`config.mk`:
```
export PLATFORM = sky130hd
export DESIGN_NAME = burst_split_top
export DESIGN_NICKNAME = d
export VERILOG_FILES = /design/src/hw/burst_split_pkg.sv /design/src/hw/burst_page_splitter.sv /design/src/hw/burst_split_top.sv /design/src/hw/sink_cmd_skid.sv /design/src/hw/src_cmd_queue.sv
export VERILOG_INCLUDE_DIRS = /design/src /design/src/hw
export SDC_FILE = /design/constraint.sdc
export NUM_CORES = 1
export LEC_CHECK = 0
export BUFFER_PORTS_ARGS = -buffer_cell sky130_fd_sc_hd__buf_2
export CAP_MARGIN = 5
export CORE_MARGIN = 1.5
export CORE_UTILIZATION = 60
export DETAILED_ROUTE_END_ITERATION = 7
export GPL_TIMING_DRIVEN = 0
export PLACE_DENSITY = 0.79
export SLEW_MARGIN = 25
export SYNTH_ARGS = -nofsm -noshare
export SYNTH_HDL_FRONTEND = slang
export SYNTH_SLANG_ARGS = --single-unit
```
`constraint.sdc`:
```
create_clock -name clk -period 9.6 [get_ports clk]
set_input_delay 0.96 -clock clk [delete_from_list [all_inputs] [get_ports clk]]
set_output_delay 0.96 -clock clk [all_outputs]
set_load 0.03 [all_outputs]
```
`src/hw/burst_split_cfg.svh`:
```
// build-time configuration for the burst splitter
// burst counts are origin 1 (1 is one beat, 0 is illegal) and addresses count beats
// BS_PAGE_BEATS must be a power of two and larger than BS_SINK_MAX_BURST
`ifndef BURST_SPLIT_CFG_SVH
`define BURST_SPLIT_CFG_SVH

// beat address width
`define BS_ADDR_WIDTH 16

// count field widths, one extra bit holds the full power-of-two maximum
`define BS_SRC_BURST_WIDTH 7
`define BS_SINK_BURST_WIDTH 4

// largest legal counts, derived from the field widths
`define BS_SRC_MAX_BURST (1 << (`BS_SRC_BURST_WIDTH - 1))
`define BS_SINK_MAX_BURST (1 << (`BS_SINK_BURST_WIDTH - 1))

// no sink burst may cross a boundary of this many beats
`define BS_PAGE_BEATS 32

// entries in the source command queue
`define BS_QUEUE_DEPTH 4

`endif

```
`src/hw/burst_split_pkg.sv`:
```
// command types shared by the burst splitter stages
// count fields use the origin 1 encoding, so the maximum burst needs the top bit
`include "burst_split_cfg.svh"

package burst_split_pkg;

    // beat address
    typedef logic [`BS_ADDR_WIDTH-1:0] addr_t;

    // source side burst count, 1 up to BS_SRC_MAX_BURST
    typedef logic [`BS_SRC_BURST_WIDTH-1:0] src_count_t;

    // sink side burst count, 1 up to BS_SINK_MAX_BURST
    typedef logic [`BS_SINK_BURST_WIDTH-1:0] sink_count_t;

    // one command as issued by the source
    typedef struct packed {
        addr_t      addr;
        src_count_t count;
    } src_cmd_t;

    // one piece as presented to the sink
    // last is set only on the final piece of a source command
    typedef struct packed {
        addr_t       addr;
        sink_count_t count;
        logic        last;
    } sink_cmd_t;

endpackage

```
`src/hw/burst_page_splitter.sv`:
```
// splits one source command into sink pieces of at most BS_SINK_MAX_BURST beats
// no piece crosses a BS_PAGE_BEATS boundary, the page size is a power of two
// piece size and last flag are registered, so piece_cmd comes from flops only
`timescale 1ns/1ps
`include "burst_split_cfg.svh"

module burst_page_splitter (
    input  logic                       clk,
    input  logic                       reset_n,

    input  logic                       cmd_valid,
    input  burst_split_pkg::src_cmd_t  cmd,
    output logic                       cmd_ready,

    output logic                       piece_valid,
    output burst_split_pkg::sink_cmd_t piece_cmd,
    input  logic                       piece_ready
);

    // bits of the address that give the offset inside a page
    localparam int PAGE_BITS = $clog2(`BS_PAGE_BEATS);

    // wide enough for a source count and for a full page of beats
    localparam int SPAN_W = (`BS_SRC_BURST_WIDTH > PAGE_BITS + 1) ?
                            `BS_SRC_BURST_WIDTH : PAGE_BITS + 1;

    typedef logic [SPAN_W-1:0] span_t;

    typedef enum logic {
        IDLE,
        BUSY
    } state_t;

    state_t state;

    // current piece, its size and last flag are held ready for the sink
    burst_split_pkg::addr_t      cur_addr;
    burst_split_pkg::src_count_t remain;
    burst_split_pkg::sink_count_t piece_size;
    logic                        piece_last;

    logic take;
    logic accept;

    // values for the piece that follows the current edge
    burst_split_pkg::addr_t       adv_addr;
    burst_split_pkg::src_count_t  adv_remain;
    burst_split_pkg::addr_t       load_addr;
    burst_split_pkg::src_count_t  load_remain;
    burst_split_pkg::sink_count_t load_size;
    logic                         load_last;

    // size of the piece that starts at addr with rem beats still to go
    // it is the smallest of the remaining count, the sink maximum and the page tail
    function automatic burst_split_pkg::sink_count_t piece_span(
        burst_split_pkg::addr_t      addr,
        burst_split_pkg::src_count_t rem
    );
        span_t page_left;
        span_t size;

        page_left = span_t'(`BS_PAGE_BEATS) - span_t'(addr[PAGE_BITS-1:0]);
        size      = span_t'(rem);
        if (size > span_t'(`BS_SINK_MAX_BURST))
        begin
            size = span_t'(`BS_SINK_MAX_BURST);
        end
        if (size > page_left)
        begin
            size = page_left;
        end
        return burst_split_pkg::sink_count_t'(size);
    endfunction

    assign piece_valid = (state == BUSY);
    assign accept      = piece_valid && piece_ready;

    // a new command enters when idle or as the last piece leaves
    assign cmd_ready = (state == IDLE) || (accept && piece_last);
    assign take      = cmd_valid && cmd_ready;

    assign piece_cmd.addr  = cur_addr;
    assign piece_cmd.count = piece_size;
    assign piece_cmd.last  = piece_last;

    always_comb
    begin
        // where the command stands once the current piece is gone
        adv_addr   = cur_addr + burst_split_pkg::addr_t'(piece_size);
        adv_remain = remain - burst_split_pkg::src_count_t'(piece_size);

        // a new command takes priority over the finished one
        if (take)
        begin
            load_addr   = cmd.addr;
            load_remain = cmd.count;
        end
        else
        begin
            load_addr   = adv_addr;
            load_remain = adv_remain;
        end

        load_size = piece_span(load_addr, load_remain);
        // the piece is the last one when it swallows everything left
        load_last = (burst_split_pkg::src_count_t'(load_size) == load_remain);
    end

    // command registers carry payload and are only meaningful while busy
    always_ff @(posedge clk)
    begin
        if (take || (accept && !piece_last))
        begin
            cur_addr   <= load_addr;
            remain     <= load_remain;
            piece_size <= load_size;
            piece_last <= load_last;
        end
    end

    always_ff @(posedge clk)
    begin
        if (!reset_n)
        begin
            state <= IDLE;
        end
        else
        begin
            case (state)
                IDLE:
                begin
                    if (take)
                    begin
                        state <= BUSY;
                    end
                end
                BUSY:
                begin
                    // stay busy when the next command arrives right behind
                    if (accept && piece_last && !take)
                    begin
                        state <= IDLE;
                    end
                end
                default:
                begin
                    state <= IDLE;
                end
            endcase
        end
    end

endmodule

```
`src/hw/burst_split_top.sv`:
```
// burst splitter subsystem: command queue, page-aware splitter, sink skid buffer
// commands only, no data beats and no responses pass through here
// first sink_valid comes 3 cycles after a source transfer into an empty subsystem
`timescale 1ns/1ps
`include "burst_split_cfg.svh"

module burst_split_top (
    input  logic                       clk,
    input  logic                       reset_n,

    input  logic                       src_valid,
    input  burst_split_pkg::src_cmd_t  src_cmd,
    output logic                       src_ready,

    output logic                       sink_valid,
    output burst_split_pkg::sink_cmd_t sink_cmd,
    input  logic                       sink_ready
);

    // queue to splitter
    logic                       q_valid;
    burst_split_pkg::src_cmd_t  q_cmd;
    logic                       q_ready;

    // splitter to skid buffer
    logic                       piece_valid;
    burst_split_pkg::sink_cmd_t piece_cmd;
    logic                       piece_ready;

    src_cmd_queue #(
        .DEPTH(`BS_QUEUE_DEPTH)
    ) u_queue (
        .clk       (clk),
        .reset_n   (reset_n),
        .in_valid  (src_valid),
        .in_cmd    (src_cmd),
        .in_ready  (src_ready),
        .out_valid (q_valid),
        .out_cmd   (q_cmd),
        .out_ready (q_ready)
    );

    burst_page_splitter u_splitter (
        .clk         (clk),
        .reset_n     (reset_n),
        .cmd_valid   (q_valid),
        .cmd         (q_cmd),
        .cmd_ready   (q_ready),
        .piece_valid (piece_valid),
        .piece_cmd   (piece_cmd),
        .piece_ready (piece_ready)
    );

    sink_cmd_skid u_skid (
        .clk       (clk),
        .reset_n   (reset_n),
        .in_valid  (piece_valid),
        .in_cmd    (piece_cmd),
        .in_ready  (piece_ready),
        .out_valid (sink_valid),
        .out_cmd   (sink_cmd),
        .out_ready (sink_ready)
    );

endmodule

```
`src/hw/sink_cmd_skid.sv`:
```
// two entry skid buffer in front of the sink
// in_ready is registered and stays high while the spare entry is empty
`timescale 1ns/1ps

module sink_cmd_skid (
    input  logic                       clk,
    input  logic                       reset_n,

    input  logic                       in_valid,
    input  burst_split_pkg::sink_cmd_t in_cmd,
    output logic                       in_ready,

    output logic                       out_valid,
    output burst_split_pkg::sink_cmd_t out_cmd,
    input  logic                       out_ready
);

    // main register drives the sink, spare catches the stall cycle
    logic                       main_valid;
    burst_split_pkg::sink_cmd_t main_cmd;
    logic                       spare_valid;
    burst_split_pkg::sink_cmd_t spare_cmd;

    logic in_fire;
    logic out_fire;

    assign in_ready  = !spare_valid;
    assign out_valid = main_valid;
    assign out_cmd   = main_cmd;

    assign in_fire  = in_valid && in_ready;
    assign out_fire = main_valid && out_ready;

    always_ff @(posedge clk)
    begin
        if (!reset_n)
        begin
            main_valid  <= 1'b0;
            spare_valid <= 1'b0;
        end
        else if (spare_valid)
        begin
            // input is closed, the spare moves up once the sink takes main
            if (out_fire)
            begin
                main_cmd    <= spare_cmd;
                spare_valid <= 1'b0;
            end
        end
        else if (in_fire)
        begin
            if (!main_valid || out_fire)
            begin
                // main is free or draining, the new piece goes straight out
                main_cmd   <= in_cmd;
                main_valid <= 1'b1;
            end
            else
            begin
                // sink stalled while a piece was accepted
                spare_cmd   <= in_cmd;
                spare_valid <= 1'b1;
            end
        end
        else if (out_fire)
        begin
            main_valid <= 1'b0;
        end
    end

endmodule

```
`src/hw/src_cmd_queue.sv`:
```
// circular FIFO of source commands with valid/ready on both ends
// DEPTH must be two or more and need not be a power of two
// in_ready and out_valid come straight from the occupancy count
`timescale 1ns/1ps

module src_cmd_queue #(
    parameter int DEPTH = 4
) (
    input  logic                      clk,
    input  logic                      reset_n,

    input  logic                      in_valid,
    input  burst_split_pkg::src_cmd_t in_cmd,
    output logic                      in_ready,

    output logic                      out_valid,
    output burst_split_pkg::src_cmd_t out_cmd,
    input  logic                      out_ready
);

    localparam int PTR_W = $clog2(DEPTH);
    localparam int CNT_W = $clog2(DEPTH + 1);

    typedef logic [PTR_W-1:0] ptr_t;
    typedef logic [CNT_W-1:0] cnt_t;

    burst_split_pkg::src_cmd_t mem [DEPTH];

    ptr_t wr_ptr;
    ptr_t rd_ptr;
    cnt_t count;

    logic push;
    logic pop;

    // ready is low exactly when every entry holds a word
    assign in_ready  = (count != cnt_t'(DEPTH));
    assign out_valid = (count != cnt_t'(0));
    assign out_cmd   = mem[rd_ptr];

    assign push = in_valid && in_ready;
    assign pop  = out_valid && out_ready;

    // storage has no reset, only the words below count are ever read
    always_ff @(posedge clk)
    begin
        if (push)
        begin
            mem[wr_ptr] <= in_cmd;
        end
    end

    always_ff @(posedge clk)
    begin
        if (!reset_n)
        begin
            wr_ptr <= '0;
            rd_ptr <= '0;
            count  <= '0;
        end
        else
        begin
            // pointers wrap explicitly so any depth works
            if (push)
            begin
                wr_ptr <= (wr_ptr == ptr_t'(DEPTH - 1)) ? '0 : wr_ptr + ptr_t'(1);
            end
            if (pop)
            begin
                rd_ptr <= (rd_ptr == ptr_t'(DEPTH - 1)) ? '0 : rd_ptr + ptr_t'(1);
            end
            // a read and write in the same cycle leave the count alone
            case ({push, pop})
                2'b10:   count <= count + cnt_t'(1);
                2'b01:   count <= count - cnt_t'(1);
                default: count <= count;
            endcase
        end
    end

endmodule

```
# Yosys cells after proc, flatten, opt, wreduce, memory -nomap -nowiden

Memory sizes are Yosys's and may differ from the RTL's. A register that Yosys moved wholly into a read port is not among the register bits.
Cells that the tools add are included.

Register bits after elaboration: 80
RAM bits: 92
Output and inout bits: 23
Word-level logic and storage cells: 84
Memories kept: 1

$add $sub $neg: 7
$lt $le $gt $ge: 2
Eq/ne operators: 8
Mux-type cells: 25
Bitwise operators: 3
Reductions and logical operators: 22

Memory list:

| name        | depth | width | rd ports | clocked after Yosys merged registers in | wr ports | RTL line            | text |
|---|---|---|---|---|---|---|---|
| u_queue.mem | 4     | 23    | 1        | 1                                       | 1        | src_cmd_queue.sv:27 | `burst_split_pkg::src_cmd_t mem [DEPTH];` |

Operator list:

| operator                                                      | count |
|---|---|
| 2-to-1 mux 21 bit                                             | 4 |
| adder 16 x 4 -> 16 bit                                        | 1 |
| 2-to-1 mux 16 bit                                             | 1 |
| 2-to-1 mux 7 bit                                              | 2 |
| 2-to-1 mux 1 bit                                              | 11 |
| 2-to-1 mux 2 bit                                              | 4 |
| AND reduction 4 bit                                           | 2 |
| nonzero test 2 bit                                            | 4 |
| equality test 4 x 7 -> 1 bit                                  | 1 |
| greater-than comparator 7 x 4 -> 1 bit, second input constant | 1 |
| greater-than comparator 7 bit                                 | 1 |
| logical AND 1 bit                                             | 7 |
| subtractor 6 x 5 -> 7 bit, first input constant               | 1 |
| subtractor 7 x 4 -> 7 bit                                     | 1 |
| equality test 2 bit, second input constant                    | 3 |
| case mux 3 bit (2 select lines)                               | 1 |
| adder 2 x 1 -> 2 bit, second input constant                   | 2 |
| zero test 1 bit                                               | 4 |
| 2-to-1 mux 4 bit                                              | 1 |
| adder 3 x 1 -> 3 bit, second input constant                   | 1 |
| logical OR 1 bit                                              | 3 |
| != test 3 bit, second input constant                          | 1 |
| inverter 1 bit                                                | 3 |
| AND reduction 3 bit                                           | 1 |
| other kinds (6)                                               | 6 |

# Depth between registers and ports, before layout

Depth in word-level cells: 11
Depth in mapped cells: 18
Mapped depth without buffers: 18

# Hierarchy

A second synthesis with hierarchy kept.

Cells, all modules: 477
Area, all modules: 7676.1 µm²

Modules (own cells, without submodules):

| module              | instances | cells an instance | area an instance (µm²) | sequential area each (µm²) |
|---|---|---|---|---|
| src_cmd_queue       | 1         | 176               | 3812.4                 | 2942.8 |
| burst_page_splitter | 1         | 221               | 2190.9                 | 860.8 |
| sink_cmd_skid       | 1         | 80                | 1672.9                 | 1301.2 |

# Worst setup path after synthesis

No wires, ideal clock.

Path kind: flip-flop to flip-flop
Start: register u_splitter.piece_size[0]
End: register u_splitter.piece_last (data pin)
Setup time: 0.167 ns
Data arrival time: 3.654 ns
Required time: 9.433 ns
Path slack: 5.779 ns
Stages on the path, launching flop included: 18
Buffers on the path: 0
Clock period less this slack: 3.821 ns
Cell sequence: edfxtp_1 -> ha_1 -> inv_1 -> fa_1 -> or4_1 -> o31ai_1 -> or2_2 -> inv_1 -> ha_1 -> inv_1 -> ha_1 -> nor2b_1 -> o21a_1 -> o21bai_1 -> a21oi_1 -> mux2i_1 -> o21ai_0 -> a211oi_1

Elaborated cells between the ends (all ways): 10
Those cells by class: add/sub (3); order compare (2); eq/ne (1); mux (4)

RTL lines:

| item                           | RTL line                   | text |
|---|---|---|
| from (decl)                    | burst_page_splitter.sv:39  | `burst_split_pkg::sink_count_t piece_size;` |
| from (signal assigned)         | burst_page_splitter.sv:116 | `piece_size <= load_size;` |
| adder 16 x 4 -> 16 bit *       | burst_page_splitter.sv:89  | `adv_addr = cur_addr + burst_split_pkg::addr_t'(piece_size);` |
| 2-to-1 mux 16 bit *            | burst_page_splitter.sv:93  | `if (take)` |
| via u_splitter.load_addr[1]    | burst_page_splitter.sv:48  | `burst_split_pkg::addr_t load_addr;` |
| subtractor 6 x 5 -> 7 bit *    | burst_page_splitter.sv:62  | `` page_left = span_t'(`BS_PAGE_BEATS) - span_t'(addr[PAGE_BITS-1:0]); `` |
| greater-than comparator 7 bit  | burst_page_splitter.sv:68  | `if (size > page_left)` |
| 2-to-1 mux 4 bit *             | burst_page_splitter.sv:68  |  |
| equality test 4 x 7 -> 1 bit * | burst_page_splitter.sv:106 | `load_last = (burst_split_pkg::src_count_t'(load_size) == load_remain);` |
| via u_splitter.load_last       | burst_page_splitter.sv:51  | `logic load_last;` |
| to (signal assigned)           | burst_page_splitter.sv:117 | `piece_last <= load_last;` |
| to (decl)                      | burst_page_splitter.sv:40  | `logic piece_last;` |

The timed path passes the listed nets; every way through them passes the cells marked *.
A chain may end at the register's enable or synchronous reset.

# Worst setup path in the final report

Same ends and word-level chain as after synthesis.

==> results_dict.tcl <==
set metrics [dict create \
    outcome "finished, final reports clean" \
    synth_compound_area_share_pct 6.17 \
    cpPeakStageDelay_ps 620 \
    cts.sinks 174 \
    r2r-end "u_splitter.piece_last$_DFFE_PP_" \
    initial_utilization_pct 62.1 \
    ys.flop_type "edfxtp_1" \
    die_w_um 115 \
    cts_buffers 17 \
    cts_tree "built" \
    grt-ovfl-total 0 \
    yosys.area_share.simple_pct 6.45 \
    io-pin-count 50 \
    muxShareOfSynthArea_pct 10.1 \
    io_buffers 49 \
    synth_top_family_by_area "multiplexers" \
    chipHeight_um 115 \
    nets 604 \
    pre_cts_ws_ps 4990 \
    dieArea_mm2 0.0132 \
    syn_to_final_growth_pct 14.9 \
    via_count 4164 \
    drtIter0Drc 320 \
    avgSynthCellArea_um2 15.7 \
    crit_path_start_kind "register" \
    diodes 0 \
    crit_family "adder cells" \
    crit_type "register to register" \
    clkTransAtPathRegs_ps 60 \
    gp_congestion 0.845 \
    worstReg2RegStart "u_splitter.piece_size[0]$_DFFE_PP_" \
    p_per_area_mw_per_mm2 385 \
    setup_ws_ps 4930 \
    cts_setup_buffers 0 \
    cp_common_cell "ha_1" \
    finalMaxSlewViolations 0 \
    h-tree-depth 4 \
    grt_pass1_wl_um 21100 \
    ir_drop_uv 192 \
    hold_start "u_splitter.piece_size[1]$_DFFE_PP_" \
    fin_crit_sh_pct 48.6 \
    worst-path-max-fanout 9 \
    drcViolationCount 0 \
    cp_slowest_cell "a21oi_1" \
    crit_buf_inv 2 \
    tightest_slew_ps 804 \
    synth_seq_cells 174 \
    clock_path_buffers 2 \
    num_rows 40 \
    final_cells 734 \
    vias_per_cell 5.67 \
    dpl.hpwl_um 9110 \
    final.hold.worst_slack_ps 487 \
    seq_area_frac_synth_pct 67.8 \
    core_mm2 0.0121 \
    synth_edf_count 162 \
    dp_cells 702 \
    ctsRootBufferMaster "clkbuf_16" \
    dr.pass1.iters 5 \
    hold_violations 0 \
    worstPathCellList "ha_1 -> inv_1 -> fa_1 -> or4_1 -> o31ai_1 -> or2_2 -> inv_1 -> ha_1 -> xor2_1 -> ha_1 -> nand3_1 -> nor2_1 -> a21oi_1 -> mux2i_1 -> o21ai_0 -> a211oi_1" \
    worstRegToRegCells 16 \
    cp.depth 16 \
    drtAntennaViolNets 0 \
    syn_area_mm2 0.00753 \
    critPathCapture "u_splitter.piece_last$_DFFE_PP_" \
    ctsHoldBuffers 0 \
    grt_pass1_vias 4149 \
    maxCapViolCount 0 \
    fin_setup_tns_ps 0 \
    holdCritPathClass "register to register" \
    fill_cells 773 \
    ys_async_sr_fraction_pct 0 \
    antenna_found_initial 0 \
    fin_crit_ps 4670 \
    yosys.area_share.adder_pct 4.29 \
    rsz0062_at_grt "no" \
    clk_latency_ps 430 \
    cp-startpoint "u_splitter.piece_size[0]$_DFFE_PP_" \
    power_leakage_nw 3.07 \
    synth-xor-area-share_pct 2.91 \
    finalSetupViolCount 0 \
    synth_cells 479 \
    r2r_slack_ps 4930 \
    clock_skew_ps 6.44 \
    worstPathArrival_ps 4850 \
    max-slew-margin-rel_pct 46.4 \
    cp.required_ps 9790 \
    routed_wl_um 13200 \
    max_freq_mhz 214 \
    post_cts_resized 0 \
    layout-drive-gt1-share_pct 25.1 \
    ys_warn_count 0 \
    yosysUniqueCellTypes 48 \
    cp-end-kind "register" \
    wl_per_cell_um 18.0 \
    grt_max_degree 25 \
    track_usage_pct 21.8 \
]
registers in the layout (all words and copies together), names as in the netlist, named ones only:
signal	flops
u_splitter.piece_last	1
u_queue.count	3
u_skid.spare_cmd	21
u_skid.spare_valid	1
u_splitter.piece_size	4
u_queue.rd_ptr	2
u_splitter.remain	7
u_skid.out_valid	1
u_splitter.piece_valid	1
u_queue.mem	92
u_skid.out_cmd	21
u_queue.wr_ptr	2
u_splitter.cur_addr	16
power by group:
| part | internal (mW) | switching, mW | total, mW |
|---|---|---|---|
| combinational | 0.615 | 0.873 | 1.49 |
| clock | 0.381 | 0.276 | 0.657 |
| sequential | 1.09 | 0.0964 | 1.19 |
| total | 2.09 | 1.25 | 3.33 |
stage by stage:
step / instance area [um^2] / power (mW) / utilization (%)
after detailed placement: 8080 / 2.67 / 66.7
after global routing: 8650 / 3.55 / 71.4
after CTS: 8650 / 3.34 / 71.4
final: 8650 / 3.33 / 71.4
after global placement: 7990 / 2.59 / 65.9
after floorplan: 7530 / 2.29 / -
final cells by class:
type	count	area, um^2	area share, %
Buffer	14	70.1	0.810
Clock buffer	17	425	4.92
Clock inverter	15	146	1.69
Inverter	24	95.1	1.10
Multi-Input combinational cell	268	2300	26.6
Sequential cell	174	5100	59.0
Tap cell	168	210	2.43
Timing Repair Buffer	54	299	3.46
per-layer routing:
layer / global-route usage, % / share of wire, % / vias to the layer above / wire length (um)
met5: 0 / 0 / - / 0
met4: 8.97 / 1.8 / 0 / 232
met3: 4.74 / 4.2 / 21 / 558
met1: 29.1 / 45 / 2053 / 5990
met2: 35.4 / 49 / 108 / 6460
li1: - / - / 1982 / -
synthesized netlist by cell type (2+ instances only):
cell type	count	area [um^2]
mux4_2	23	518
a211oi_1	2	15.0
o21ai_0	22	110
and2_1	3	18.8
nand2b_1	4	25.0
xor2_1	12	105
dfxtp_1	12	240
mux2_2	19	214
clkbuf_1	8	30.0
o211a_1	2	20.0
nand4_1	2	12.5
edfxtp_1	162	4860
nor2b_1	5	31.3
buf_6	2	22.5
a21o_1	4	30.0
nand3_1	11	55.1
a2111oi_0	2	17.5
or2_2	2	12.5
or3_1	2	12.5
and3_1	8	50.1
nor3_1	4	20.0
o31ai_1	2	15.0
buf_1	2	7.51
inv_1	23	86.3
ha_1	21	263
a21oi_1	26	130
xnor2_1	13	114
nor2_1	25	93.8
or4_1	2	15.0
nand2_1	29	109
a22oi_1	2	15.0
nor3b_1	2	15.0
buf_2	2	10.0
mux2i_1	3	30.0
fa_1	3	60.1
cell usage in the layout, fill, tap and decap left out, types with 17 or more instances in the layout:
cell,count
edfxtp_1,162
buf_2,54
nand2_1,29
nor2_1,25
a21oi_1,25
inv_1,23
mux4_2,23
o21ai_0,22
ha_1,21
mux2_2,19
clkbuf_16,17
worst reg2reg max path, delay by kind of cell (launching register included):
family,cells,cell delay (ps)
simple gates,4,750
flops,1,480
compound gates,4,1260
xor+xnor,1,280
buf+inv,2,120
fa+ha+maj,4,1270
mux,1,270
how the worst min path moves through the flow:
| stage | cells past startpoint | to |
|---|---|---|
| 4_1_cts | 0 | u_skid.spare_cmd[2]$_DFFE_PP_ |
| 5_1_grt | 0 | u_skid.spare_cmd[2]$_DFFE_PP_ |
| 2_1_floorplan | 0 | u_skid.spare_cmd[5]$_DFFE_PP_ |
| 3_5_place_dp | 0 | u_skid.spare_cmd[2]$_DFFE_PP_ |
| 6_report | 0 | u_skid.spare_cmd[2]$_DFFE_PP_ |
| 3_3_place_gp | 0 | u_skid.spare_cmd[2]$_DFFE_PP_ |
logic make-up (layout without fill, tap and decap cells):
| group | Yosys count | after routing |
|---|---|---|
| AOI/OAI and AO/OA | 71 | 71 |
| buffers and inverters | 38 | 124 |
| DFF | 174 | 174 |
| adders and majority gates | 24 | 24 |
| and+or+nand+nor | 101 | 101 |
| muxes | 45 | 45 |
| other | 1 | 2 |
| xor gates and xnor gates | 25 | 25 |
Note: power is estimated with default switching activity, not from simulation.
